## src/gf_params.svh

```systemverilog
// ************************************************
// GF_STAGES must be a power of two, divide GF_WIDTH and stay below it
// GF_IPOLY drops the x^GF_WIDTH term and must be irreducible
// ************************************************

`ifndef GF_PARAMS_SVH
`define GF_PARAMS_SVH

// field degree, also the bit width of one field element
`define GF_WIDTH 32

// operand b bits consumed per multiplier cycle
// power of two, divides GF_WIDTH, smaller than GF_WIDTH
`define GF_STAGES 8

// cycles per product
`define GF_LOOPS (`GF_WIDTH / `GF_STAGES)

// reduction polynomial without its top term
// bits 7, 3, 2 and 0 give x^32 + x^7 + x^3 + x^2 + 1
`define GF_IPOLY 32'h0000_008D

`endif

```

## src/gf_pkg.sv

```systemverilog
// ************************************************
// field width comes from gf_params.svh
// ************************************************

`include "gf_params.svh"

package gf_pkg;

  // one element of GF(2^GF_WIDTH)
  // bit i holds the coefficient of x^i, no bit reflection
  typedef logic [`GF_WIDTH-1:0] gf_elem_t;

  // hash controller states
  // idle accepts strobes, mult waits on the multiplier
  typedef enum logic [0:0] {
    ST_IDLE = 1'b0,
    ST_MULT = 1'b1
  } hash_state_e;

endpackage

```

## src/gf_hash_ctrl.sv

```systemverilog
// ************************************************
// strobes act only while idle, ignored while busy_o is high
// clear wins over data in the same cycle, no input queue
// ************************************************

`timescale 1ns/10ps

module gf_hash_ctrl (
  input  logic             clk_i,
  input  logic             rst_ni,
  // key load strobe and value
  input  logic             key_load_i,
  input  gf_pkg::gf_elem_t key_i,
  // accumulator clear strobe
  input  logic             clear_i,
  // data word strobe and value
  input  logic             data_valid_i,
  input  gf_pkg::gf_elem_t data_i,
  // multiplier side
  input  logic             mult_ack_i,
  input  gf_pkg::gf_elem_t mult_prod_i,
  output logic             mult_req_o,
  output gf_pkg::gf_elem_t mult_a_o,
  output gf_pkg::gf_elem_t mult_b_o,
  // status and result
  output logic             busy_o,
  output logic             digest_valid_o,
  output gf_pkg::gf_elem_t digest_o
);

  gf_pkg::hash_state_e state_q;
  gf_pkg::hash_state_e state_d;

  // key register, multiplier operand b
  gf_pkg::gf_elem_t key_q;

  // Horner accumulator, also the digest
  gf_pkg::gf_elem_t acc_q;

  // operand a, accumulator xor data, held for the whole product
  gf_pkg::gf_elem_t mult_a_q;

  // one cycle digest pulse
  logic digest_valid_q;

  // decoded events
  logic idle;
  logic accept;
  logic do_clear;
  logic do_key_load;
  logic done;

  assign idle        = (state_q == gf_pkg::ST_IDLE);
  // clear has priority over a data word in the same idle cycle
  assign do_clear    = idle && clear_i;
  assign accept      = idle && data_valid_i && !clear_i;
  assign do_key_load = idle && key_load_i;
  // product lands on the acknowledge edge
  assign done        = (state_q == gf_pkg::ST_MULT) && mult_ack_i;

  // next state
  always_comb begin
    state_d = state_q;
    case (state_q)
      gf_pkg::ST_IDLE: begin
        if (accept) begin
          state_d = gf_pkg::ST_MULT;
        end
      end
      gf_pkg::ST_MULT: begin
        if (mult_ack_i) begin
          state_d = gf_pkg::ST_IDLE;
        end
      end
      default: begin
        state_d = gf_pkg::ST_IDLE;
      end
    endcase
  end

  always_ff @(posedge clk_i or negedge rst_ni) begin
    if (!rst_ni) begin
      state_q <= gf_pkg::ST_IDLE;
    end else begin
      state_q <= state_d;
    end
  end

  // key register
  // a key loaded with a data word already applies to that word
  always_ff @(posedge clk_i or negedge rst_ni) begin
    if (!rst_ni) begin
      key_q <= '0;
    end else if (do_key_load) begin
      key_q <= key_i;
    end
  end

  // accumulator
  // clear and product capture never coincide, clear needs idle
  always_ff @(posedge clk_i or negedge rst_ni) begin
    if (!rst_ni) begin
      acc_q <= '0;
    end else if (do_clear) begin
      acc_q <= '0;
    end else if (done) begin
      acc_q <= mult_prod_i;
    end
  end

  // operand a latch, loaded on the accepting edge only
  always_ff @(posedge clk_i) begin
    if (accept) begin
      mult_a_q <= acc_q ^ data_i;
    end
  end

  // digest pulse follows the capture edge
  always_ff @(posedge clk_i or negedge rst_ni) begin
    if (!rst_ni) begin
      digest_valid_q <= 1'b0;
    end else begin
      digest_valid_q <= done;
    end
  end

  // request stays up until the acknowledge edge
  assign mult_req_o = (state_q == gf_pkg::ST_MULT);
  assign mult_a_o   = mult_a_q;
  assign mult_b_o   = key_q;

  // busy for exactly the multiply cycles
  assign busy_o         = (state_q == gf_pkg::ST_MULT);
  assign digest_valid_o = digest_valid_q;
  // digest always shows the accumulator
  assign digest_o       = acc_q;

endmodule

```

## src/gf_hash_top.sv

```systemverilog
// ************************************************
// digest pulse starts GF_LOOPS cycles after the accepting edge
// source must watch busy_o, strobes while busy are dropped
// ************************************************

`timescale 1ns/10ps

`include "gf_params.svh"

module gf_hash_top (
  input  logic             clk_i,
  input  logic             rst_ni,
  input  logic             key_load_i,
  input  gf_pkg::gf_elem_t key_i,
  input  logic             clear_i,
  input  logic             data_valid_i,
  input  gf_pkg::gf_elem_t data_i,
  output logic             busy_o,
  output logic             digest_valid_o,
  output gf_pkg::gf_elem_t digest_o
);

  // controller to multiplier
  logic             mult_req;
  gf_pkg::gf_elem_t mult_a;
  gf_pkg::gf_elem_t mult_b;

  // multiplier back to controller
  logic             mult_ack;
  gf_pkg::gf_elem_t mult_prod;

  gf_hash_ctrl u_ctrl (
    .clk_i          (clk_i),
    .rst_ni         (rst_ni),
    .key_load_i     (key_load_i),
    .key_i          (key_i),
    .clear_i        (clear_i),
    .data_valid_i   (data_valid_i),
    .data_i         (data_i),
    .mult_ack_i     (mult_ack),
    .mult_prod_i    (mult_prod),
    .mult_req_o     (mult_req),
    .mult_a_o       (mult_a),
    .mult_b_o       (mult_b),
    .busy_o         (busy_o),
    .digest_valid_o (digest_valid_o),
    .digest_o       (digest_o)
  );

  // digit serial multiplier, GF_STAGES key bits per cycle
  gf_mult #(
    .Width          (`GF_WIDTH),
    .StagesPerCycle (`GF_STAGES),
    .IPoly          (`GF_IPOLY)
  ) u_mult (
    .clk_i       (clk_i),
    .rst_ni      (rst_ni),
    .req_i       (mult_req),
    .operand_a_i (mult_a),
    .operand_b_i (mult_b),
    .ack_o       (mult_ack),
    .prod_o      (mult_prod)
  );

endmodule

```

## src/gf_mult.sv

```systemverilog
// ************************************************
// not pipelined, one product per Width/StagesPerCycle cycles
// StagesPerCycle below Width, operands held while req_i is high
// ************************************************

`timescale 1ns/10ps

module gf_mult #(
  parameter int              Width          = 32,
  parameter int              StagesPerCycle = 8,
  // reduction polynomial, x^Width term implied
  parameter logic [Width-1:0] IPoly         = 32'h0000_008D
) (
  input  logic             clk_i,
  input  logic             rst_ni,
  input  logic             req_i,
  input  logic [Width-1:0] operand_a_i,
  input  logic [Width-1:0] operand_b_i,
  output logic             ack_o,
  output logic [Width-1:0] prod_o
);

  // number of digit cycles per product
  localparam int Loops    = Width / StagesPerCycle;
  localparam int CntWidth = $clog2(Loops);

  // operand b split into digits, digit 0 is the low slice
  logic [Loops-1:0][StagesPerCycle-1:0] b_digits;
  logic [StagesPerCycle-1:0]            b_slice;

  // rows a*x^k for the bits of the current digit
  logic [StagesPerCycle-1:0][Width-1:0] rows;

  // last row of the previous digit, next digit continues from it
  logic [Width-1:0] row_q;

  // running partial product
  logic [Width-1:0] part_q;
  logic [Width-1:0] part_d;

  // digit counter
  logic [CntWidth-1:0] cnt_q;
  logic                first_digit;
  logic                last_digit;

  // multiply by x with reduction
  function automatic logic [Width-1:0] mul_x(
    input logic [Width-1:0] value
  );
    logic [Width-1:0] shifted;
    shifted = value << 1;
    if (value[Width-1]) begin
      shifted = shifted ^ IPoly;
    end
    return shifted;
  endfunction

  // build StagesPerCycle successive powers of x times the seed
  // first digit starts at the seed itself, later digits step once more
  function automatic logic [StagesPerCycle-1:0][Width-1:0] build_rows(
    input logic [Width-1:0] seed,
    input logic             start
  );
    logic [StagesPerCycle-1:0][Width-1:0] m;
    m = '0;
    m[0] = start ? seed : mul_x(seed);
    for (int k = 1; k < StagesPerCycle; k++) begin
      m[k] = mul_x(m[k-1]);
    end
    return m;
  endfunction

  // add up the rows picked by the digit bits
  function automatic logic [Width-1:0] sum_rows(
    input logic [StagesPerCycle-1:0][Width-1:0] m,
    input logic [StagesPerCycle-1:0]            sel
  );
    logic [Width-1:0] acc;
    acc = '0;
    for (int k = 0; k < StagesPerCycle; k++) begin
      if (sel[k]) begin
        acc = acc ^ m[k];
      end
    end
    return acc;
  endfunction

  assign b_digits    = operand_b_i;
  assign b_slice     = b_digits[cnt_q];
  assign first_digit = (cnt_q == '0);
  assign last_digit  = (cnt_q == CntWidth'(Loops - 1));

  // row matrix, seeded from operand a only in the first digit
  assign rows   = first_digit ? build_rows(operand_a_i, 1'b1) : build_rows(row_q, 1'b0);
  assign part_d = part_q ^ sum_rows(rows, b_slice);

  // product complete during the last digit
  assign ack_o = last_digit;

  // output held at operand a until the product is ready
  assign prod_o = ack_o ? part_d : operand_a_i;

  // digit counter
  // wraps to zero on the handshake edge
  always_ff @(posedge clk_i or negedge rst_ni) begin
    if (!rst_ni) begin
      cnt_q <= '0;
    end else if (req_i && ack_o) begin
      cnt_q <= '0;
    end else if (req_i) begin
      cnt_q <= cnt_q + 1'b1;
    end
  end

  // partial product and saved row
  // both cleared after the last digit for the next request
  always_ff @(posedge clk_i or negedge rst_ni) begin
    if (!rst_ni) begin
      part_q <= '0;
      row_q  <= '0;
    end else if (ack_o) begin
      part_q <= '0;
      row_q  <= '0;
    end else if (req_i) begin
      part_q <= part_d;
      row_q  <= rows[StagesPerCycle-1];
    end
  end

endmodule

```

## config.mk

```make
export PLATFORM = sky130hd
export DESIGN_NAME = gf_hash_top
export DESIGN_NICKNAME = d
export VERILOG_FILES = /design/src/gf_pkg.sv /design/src/gf_hash_ctrl.sv /design/src/gf_hash_top.sv /design/src/gf_mult.sv
export VERILOG_INCLUDE_DIRS = /design/src
export SDC_FILE = /design/constraint.sdc
export NUM_CORES = 1
export LEC_CHECK = 0
export BUFFER_PORTS_ARGS = -buffer_cell sky130_fd_sc_hd__buf_2
export CORE_ASPECT_RATIO = 1.1
export CORE_MARGIN = 5
export CORE_UTILIZATION = 60
export DETAILED_ROUTE_END_ITERATION = 12
export PLACE_DENSITY = 0.91
export SETUP_SLACK_MARGIN = 0.5
export SLEW_MARGIN = 20
export SYNTH_ARGS = -nofsm -noshare
export SYNTH_HDL_FRONTEND = slang
export SYNTH_SLANG_ARGS = --single-unit
```

## constraint.sdc

```tcl
create_clock -name clk_i -period 7.9 [get_ports clk_i]
set_input_delay 0.395 -clock clk_i [delete_from_list [all_inputs] [get_ports clk_i]]
set_output_delay 0.395 -clock clk_i [all_outputs]
set_load 0.005 [all_outputs]
```

==> results.toml, run 1 <==
[synthesis]
synth-edff-count = 32
synth.distinct_cells = 36
synthMuxAreaShare_pct = 9.651
synth_compound_area_share_pct = 4.445
yosys.area.top_type_share_pct = 29.56
synth_fa_ha_area_share_pct = 0.2239
synth_area_leader_cell = "dfrtp_1"
ys_ff_latch = 164
synth_flop_cell = "dfrtp_1"
synth_area_um2 = 11180
yosysMostFrequentCell = "nand2_1"
synthSimpleGateAreaFrac_pct = 14.92
synth_top_family_by_area = "XOR/XNOR gates"
synthTopCellsByCount = "nand2_1, xnor2_1, dfrtp_1, xor2_1, mux2_2"
synth-async-reset-ratio_pct = 80.49
synth-seq-area-share_pct = 38.15
synth_area_leaders = "dfrtp_1, xnor2_1, nand2_1"
synth-xor-area-share_pct = 28.65
synthCells = 1148
yosysWarnings = 0
synth_area_per_cell_um2 = 9.735
synth_nets = 1219

[final_layout]
finish.utilization_pct = 66.68
drive_gt1_share_pct = 18.93
diodes = 0
syn_to_final_growth_pct = 9.471
multi_input_area_um2 = 6489
seqCellArea_um2 = 4265
nets = 1273
fill_cells = 1371
design_area_um2 = 12230

[worst_setup_path]
cp-start-kind = "flip-flop"
required_ps = 8190
path_delay_family = "buffers and inverters"
slowest_stage = "mux2i_1"
critPathKind = "reg2reg"
crit_fanout = 42
cp.depth = 10
cpMostUsedCell = "xnor2_1"
arrival_ps = 4340
slowest_delay_ps = 840
reg2reg_depth = 10
endpoint_kind = "flip-flop"
critPathBufInv = 3
cp_cell_sequence = "inv_1, ha_2, buf_4, inv_2, mux2i_1, nand2_1, xnor2_1, xnor3_1, xnor2_1, o22ai_1"

[place]
place_ws_ps = 4036
hpwlAfterDp_um = 17510
gp_congestion = 0.9234
placed_area_um2 = 11660
portBuffers = 102

[die]
start_util_pct = 60.91
ioPinCount = 103
die_h_um = 153.1
row_count = 52
fp.dieArea_um2 = 21460
die_x_um = 140.1
coreArea_um2 = 18350

[flow_run]
drv_cap = 0

[hold_path]
hold_path_class = "in2reg"
hold_depth = 2

[grt]
grtUsageTotal_pct = 26.40
grt_start_max_net_pins = 71
grt_pass1_wl_um = 45680
antenna_found_initial = 0
grt-ovfl-total = 0
grt_pass1_vias = 8942

[cts]
clockBufferDepth = 2
clock_latency_ps = 440
tritoncts = "yes"
cts_buffers = 17
htreeDepth = 4
post_cts.repair.setup_buffers = 0
cts-root-buf = "clkbuf_16"
cts.sinks = 164
clk_pin_slew_ps = 70

[timing]
final_max_slew_viol_count = 0
min_period_over_period_pct = 51.35
setup_tns_ps = 0
fmax_mhz = 246.5
relSlewSlack_pct = 30.39
timing.final.ws_setup_ps = 3843
rsz0062_at_grt = "no"
setup_violations = 0
worst-slew-pin-transition_ps = 1044
hold_viol = 0
clock_skew_ps = 9.562
fin_crit_ps = 4057

[drt]
first_pass_iters = 5
vias_per_cell = 5.972
routedWlPerCell_um = 19.11
drt-total-wl_um = 27860
antenna_left = 0
vias = 8707
drtIter0Drc = 1031
drc_errors = 0

[outcome]
outcome = "completed"
cells by family after synthesis:
kind of cell	Yosys count
and+or+nand+nor	408
xor gates and xnor gates	322
DFF	164
muxes	90
buffers and inverters	82
AOI/OAI and AO/OA	80
adders and majority gates	2
stage by stage:
| stage | instances | hold WS [ps] |
|---|---|---|
| floorplan | 1148 | 99.41 |
| global placement | 1425 | 421.0 |
| detailed placement | 1425 | 421.2 |
| CTS | 1458 | 169.5 |
| global route | 1458 | 178.5 |
| finish | 1458 | 185.1 |
layer usage:
metal  global-route usage, %  part of all wire, %  wire length, um
met1                   34.23                   39            10860
met2                   42.65                   48            13340
met3                   5.219                  9.4             2615
met4                   12.64                  3.8             1048
met5                       0                    0                0
registers in the layout, summed over array words and instances, names as in the netlist:
signal and flops:
u_ctrl.digest_o 32, u_ctrl.mult_a_o 32, u_ctrl.mult_b_o 32, u_mult.part_q 32, u_mult.row_q 32, u_mult.cnt_q 2, u_ctrl.busy_o 1, u_ctrl.digest_valid_o 1
area by class of cell:
type / instances / area share (%)
Timing Repair Buffer: 112 / 4.858
Clock buffer: 19 / 3.712
Tap cell: 243 / 2.485
Inverter: 5 / 0.1534
Multi-Input combinational cell: 902 / 53.04
Sequential cell: 164 / 34.86
Clock inverter: 13 / 0.8898
placed cells by master, fill, tap and decap left out, types with 6 or more instances in the layout:
master	instances
buf_2	101
mux4_2	8
nand2b_1	33
nand2_1	285
buf_4	9
o22ai_1	31
edfxtp_1	32
dfrtp_1	131
o21ai_1	31
nor2_1	60
xor2_1	74
clkbuf_16	18
mux2_2	62
xnor3_1	25
nor3_1	24
inv_6	6
xnor2_1	218
mux2i_1	20
o211ai_1	9
what timing repair did:
item / in CTS / in global routing
endpoints found under the hold margin: 62 / 0
setup endpoints to repair: 0 / 0
gates resized for setup: 0 / 0
hold buffers: 1 / 0
final timing paths:
check	from	endpoint	slack, ps
worst max-delay path	u_mult.cnt_q[0]	u_mult.part_q[13]	3840
worst min-delay path	key_i[11]	u_ctrl.mult_b_o[11]	190
worst max register to register	u_mult.cnt_q[0]	u_mult.part_q[13]	3840
worst min register to register	u_ctrl.mult_b_o[17]	u_ctrl.mult_b_o[17]	510
max in group asynchronous	rst_ni	u_ctrl.busy_o	6030
min in group asynchronous	rst_ni	u_ctrl.mult_b_o[19]	490
Power of run 1 is left out: the tool's default activity adds up to more than one toggle a clock period on the data nets, which glitch-free logic cannot reach.
==> inputs of run 2 (changes only) <==
--- a/config.mk
+++ b/config.mk
@@ -9,9 +9,9 @@
 export BUFFER_PORTS_ARGS = -buffer_cell sky130_fd_sc_hd__buf_2
 export CORE_ASPECT_RATIO = 1.1
 export CORE_MARGIN = 5
-export CORE_UTILIZATION = 60
+export CORE_UTILIZATION = 55
 export DETAILED_ROUTE_END_ITERATION = 12
-export PLACE_DENSITY = 0.91
+export PLACE_DENSITY = 0.89
 export SETUP_SLACK_MARGIN = 0.5
 export SLEW_MARGIN = 20
 export SYNTH_ARGS = -nofsm -noshare
==> constraint.sdc (replaced) <==
create_clock -name clk_i -period 3.4 [get_ports clk_i]
set_input_delay 0.17 -clock clk_i [delete_from_list [all_inputs] [get_ports clk_i]]
set_output_delay 0.17 -clock clk_i [all_outputs]
set_load 0.005 [all_outputs]
==> results.toml, run 2 (same netlist as run 1, synthesis figures left out) <==
[cts]
cts-root-buf = "clkbuf_16"
clock_latency_ps = 440
tritoncts = "yes"
cts.sinks = 164
clk_pin_slew_ps = 70
htreeDepth = 4
cts_buffers = 17
clockBufferDepth = 2

[grt]
grt-ovfl-total = 0
grt_pass1_wl_um = 48180
grt_start_max_net_pins = 110
grt_pass1_vias = 9068
grtUsageTotal_pct = 25.74
antenna_found_initial = 2

[final_layout]
drive_gt1_share_pct = 19.26
nets = 1320
diodes = 0
final_cell_mix = "nand2_1, xnor2_1, dfrtp_1"
final_common_cell = "nand2_1"
design_area_um2 = 12820
syn_to_final_growth_pct = 14.68

[timing]
worst-slew-pin-transition_ps = 978.1
clock_skew_ps = 11.94
fin_crit_ps = 2929
hold_viol = 0
setup_violations = 0
fmax_mhz = 341.4
relSlewSlack_pct = 34.80
whs_ps = 29.45
rsz0062_at_grt = "yes"
final_max_slew_viol_count = 0
setup_tns_ps = 0
min_period_over_period_pct = 86.15

[die]
start_util_pct = 56.07
die_x_um = 145.9
ioPinCount = 103
coreArea_um2 = 19930
fp.dieArea_um2 = 23270
row_count = 54
die_h_um = 159.5

[drt]
routedWlPerCell_um = 20.51
antenna_left = 0
first_pass_iters = 6
drc_errors = 0
vias = 8909
vias_per_cell = 5.884
drt-total-wl_um = 31060
drtIter0Drc = 1121

[flow_run]
drv_cap = 0

[place]
gp_congestion = 0.9090
placed_area_um2 = 11780
portBuffers = 102
hpwlAfterDp_um = 18310

[hold_path]
hold_path_class = "in2reg"
hp-start = "data_i[8]"
hold_depth = 2
hold_path_end = "u_ctrl.mult_a_o[8]"

[worst_setup_path]
worstReg2RegEnd = "u_mult.part_q[13]"
arrival_ps = 3230
reg2reg_depth = 7
r2r_start = "u_mult.cnt_q[0]"
critPathKind = "reg2reg"
cp-start-kind = "flip-flop"
required_ps = 3700
endpoint_kind = "flip-flop"
reg2reg_slack_ps = 470
crit_fanout = 16

[outcome]
outcome = "completed"
==> run 2: cell count changes in the layout (fill, tap and decap cells not counted), moves of 2 or more <==
| cell | delta |
|---|---|
| dfrtp_1 | -2 |
| buf_4 | +10 |
| mux4_1 | +2 |
| dlygate4sd3_1 | +32 |
| inv_6 | -4 |
| clkbuf_8 | +3 |
| buf_12 | +3 |
| dfrtp_2 | +2 |
==> run 2: worst max path at each step <==
stage / from / endpoint / slack, ps / cells after the start
finish: u_mult.cnt_q[0] / u_mult.part_q[13] / 470 / 7
global route: u_mult.cnt_q[0] / u_mult.part_q[7] / 450 / 7
CTS: u_mult.cnt_q[0] / u_mult.part_q[2] / 510 / 7
detailed placement: u_mult.cnt_q[0] / u_mult.part_q[2] / 550 / 7
global placement: u_mult.cnt_q[0] / u_mult.part_q[2] / 640 / 7
floorplan: u_mult.cnt_q[0] / u_mult.part_q[4] / 840 / 12
==> run 2: repair_timing <==
action	4_1_cts	5_1_grt
hold buffers	33	0
endpoints found under the setup margin	1	60
buffers inserted	0	2
resized for setup	1	3
cloned	0	2
hold endpoints to repair	139	0
==> run 2: area by class of cell <==
cell class / instances / area [um^2]
clock buffers: 23 / 510.5
clock inverters: 9 / 88.84
fillers: 1472 / 7116
inverters: 5 / 18.77
multi-input cells: 904 / 6563
flip-flops and latches: 164 / 4268
well taps: 252 / 315.3
repair buffers: 157 / 1052
==> run 2: critical path: stages (launching register included) <==
cell,delay [ps]
dfrtp_2,440
buf_4,240
mux4_1,1000
nand2_1,230
xnor2_1,140
xnor3_1,420
xnor2_1,200
o22ai_1,110
==> run 2: per-stage QoR <==
step                std cells  util [%]  setup slack [ps]
floorplan                1148         -             839.1
global placement         1445     59.12             641.1
detailed placement       1445     59.12             547.0
CTS                      1510     63.79             509.3
global route             1514     64.30             447.2
finish                   1514     64.30             471.0
==> run 2: per-layer routing <==
layer | vias up | part of all wire, % | track usage [%]
li1 | 3928 | - | -
met3 | 94 | 9.6 | 5.209
met1 | 4326 | 38 | 32.90
met5 | - | 0.061 | 0
met4 | 2 | 3.0 | 9.499
met2 | 559 | 49 | 43.41
Power of run 2 is left out for the same reason.
==> inputs of run 3 (changes only) <==
--- a/config.mk
+++ b/config.mk
@@ -11,6 +11,7 @@
 export CORE_MARGIN = 5
 export CORE_UTILIZATION = 55
 export DETAILED_ROUTE_END_ITERATION = 12
+export MAX_ROUTING_LAYER = met4
 export PLACE_DENSITY = 0.89
 export SETUP_SLACK_MARGIN = 0.5
 export SLEW_MARGIN = 20
==> constraint.sdc (replaced) <==
create_clock -name clk_i -period 3.4 [get_ports clk_i]
set_input_delay 0.68 -clock clk_i [delete_from_list [all_inputs] [get_ports clk_i]]
set_output_delay 0.68 -clock clk_i [all_outputs]
set_load 0.05 [all_outputs]
==> results.toml, run 3 (same netlist as run 1, synthesis figures left out) <==
[worst_setup_path]
required_ps = 3720
cp-start-kind = "flip-flop"
endpoint_kind = "flip-flop"
crit_fanout = 32
arrival_ps = 3180
reg2reg_slack_ps = 540
critPathKind = "reg2reg"

[cts]
clock_latency_ps = 440
cts.sinks = 164
cts_hold_buf = 0
clockBufferDepth = 2
cts_buffers = 17
htreeDepth = 4
clk_pin_slew_ps = 70
tritoncts = "yes"
cts-root-buf = "clkbuf_16"

[timing]
hold_viol = 0
setup_tns_ps = 0
timing.final.ws_setup_ps = 538.1
setup_violations = 0
fin_crit_ps = 2862
clock_skew_ps = 12.31
final_max_slew_viol_count = 0
min_period_over_period_pct = 84.17
whs_ps = 195.6
rsz0062_at_grt = "yes"
relSlewSlack_pct = 45.57
worst-slew-pin-transition_ps = 816.5
fmax_mhz = 349.4

[die]
start_util_pct = 56.07
fp.dieArea_um2 = 23270
ioPinCount = 103
die_h_um = 159.5
row_count = 54
coreArea_um2 = 19930
die_x_um = 145.9

[drt]
vias = 8932
routedWlPerCell_um = 20.28
drtIter0Drc = 1073
drt-total-wl_um = 30300
vias_per_cell = 5.979
antenna_left = 0
first_pass_iters = 6
drc_errors = 0

[final_layout]
syn_to_final_growth_pct = 12.72
final_cell_mix = "nand2_1, xnor2_1, dfrtp_1"
drive_gt1_share_pct = 20.50
final_common_cell = "nand2_1"
nets = 1297

[grt]
grt-ovfl-total = 0
grt_start_max_net_pins = 61
grtUsageTotal_pct = 26.77
grt_pass1_vias = 9172
grt_pass1_wl_um = 48410
antenna_found_initial = 3

[place]
place_ws_ps = 487.8
gp_congestion = 0.9699
hpwlAfterDp_um = 18590
portBuffers = 102

[outcome]
outcome = "completed"

[flow_run]
drv_cap = 0

[hold_path]
hold_path_class = "in2async"
## run 3: cell count changes in the layout (fill, tap and decap cells not counted), sizes merged, moves of 2 or more
cell / previous run / this run
diode: 0 / 3
bufinv: 1 / 3
dlygate4sd3: 33 / 0
buf: 123 / 133
clkbuf: 24 / 21
## run 3: stage by stage
step	instances	utilization [%]	area [um^2]
4_1_cts	1481	62.71	12500
3_3_place_gp	1446	59.16	11790
3_5_place_dp	1446	59.16	11790
5_1_grt	1494	63.20	12600
2_1_floorplan	1148	-	11180
6_report	1494	63.20	12600
## run 3: layer usage
layer  GRT usage [%]  share of wire [%]  wire, um
met3           7.173                 10      3155
met4           12.95                4.7      1426
met5               -                  0         0
met2           40.89                 46     14050
met1           33.12                 39     11670
## run 3: area by class of cell
| cell class | count | area, um^2 |
|---|---|---|
| fill | 1503 | 7335 |
| multi-input combinational | 905 | 6560 |
| sequential | 164 | 4267 |
| timing repair buffer | 133 | 799.5 |
| clock buffer | 21 | 460.4 |
| tap | 252 | 315.3 |
| clock inverter | 11 | 167.7 |
| inverter | 5 | 20.02 |
| antenna | 3 | 7.507 |
## run 3: worst max-delay path, stage by stage (launching register included)
cell     delay (ps)
dfrtp_1         500
buf_4           290
mux4_2          860
nand2_1         190
xor2_1          210
xnor2_1         120
xnor2_1         260
xnor2_1         200
o22ai_1         100
## run 3: repair_timing
item | 4_1_cts | 5_1_grt
setup endpoints to repair | 2 | 47
gates resized for setup | 1 | 4
gates cloned | 3 | 0
setup buffers | 0 | 10
hold endpoints to repair | 0 | 0
pin swaps | 0 | 0
## run 3: path summary, 6_finish.rpt
path	start	depth (start not counted)	end
min	rst_ni	1	u_ctrl.mult_b_o[19]
max	u_mult.cnt_q[0]	8	u_mult.part_q[21]
max reg2reg	u_mult.cnt_q[0]	8	u_mult.part_q[21]
min in group clk_i	key_i[18]	2	u_ctrl.mult_b_o[18]
max in group asynchronous	rst_ni	2	u_mult.cnt_q[1]
min reg2reg	u_ctrl.mult_b_o[13]	1	u_ctrl.mult_b_o[13]
Power of run 3 is left out for the same reason.
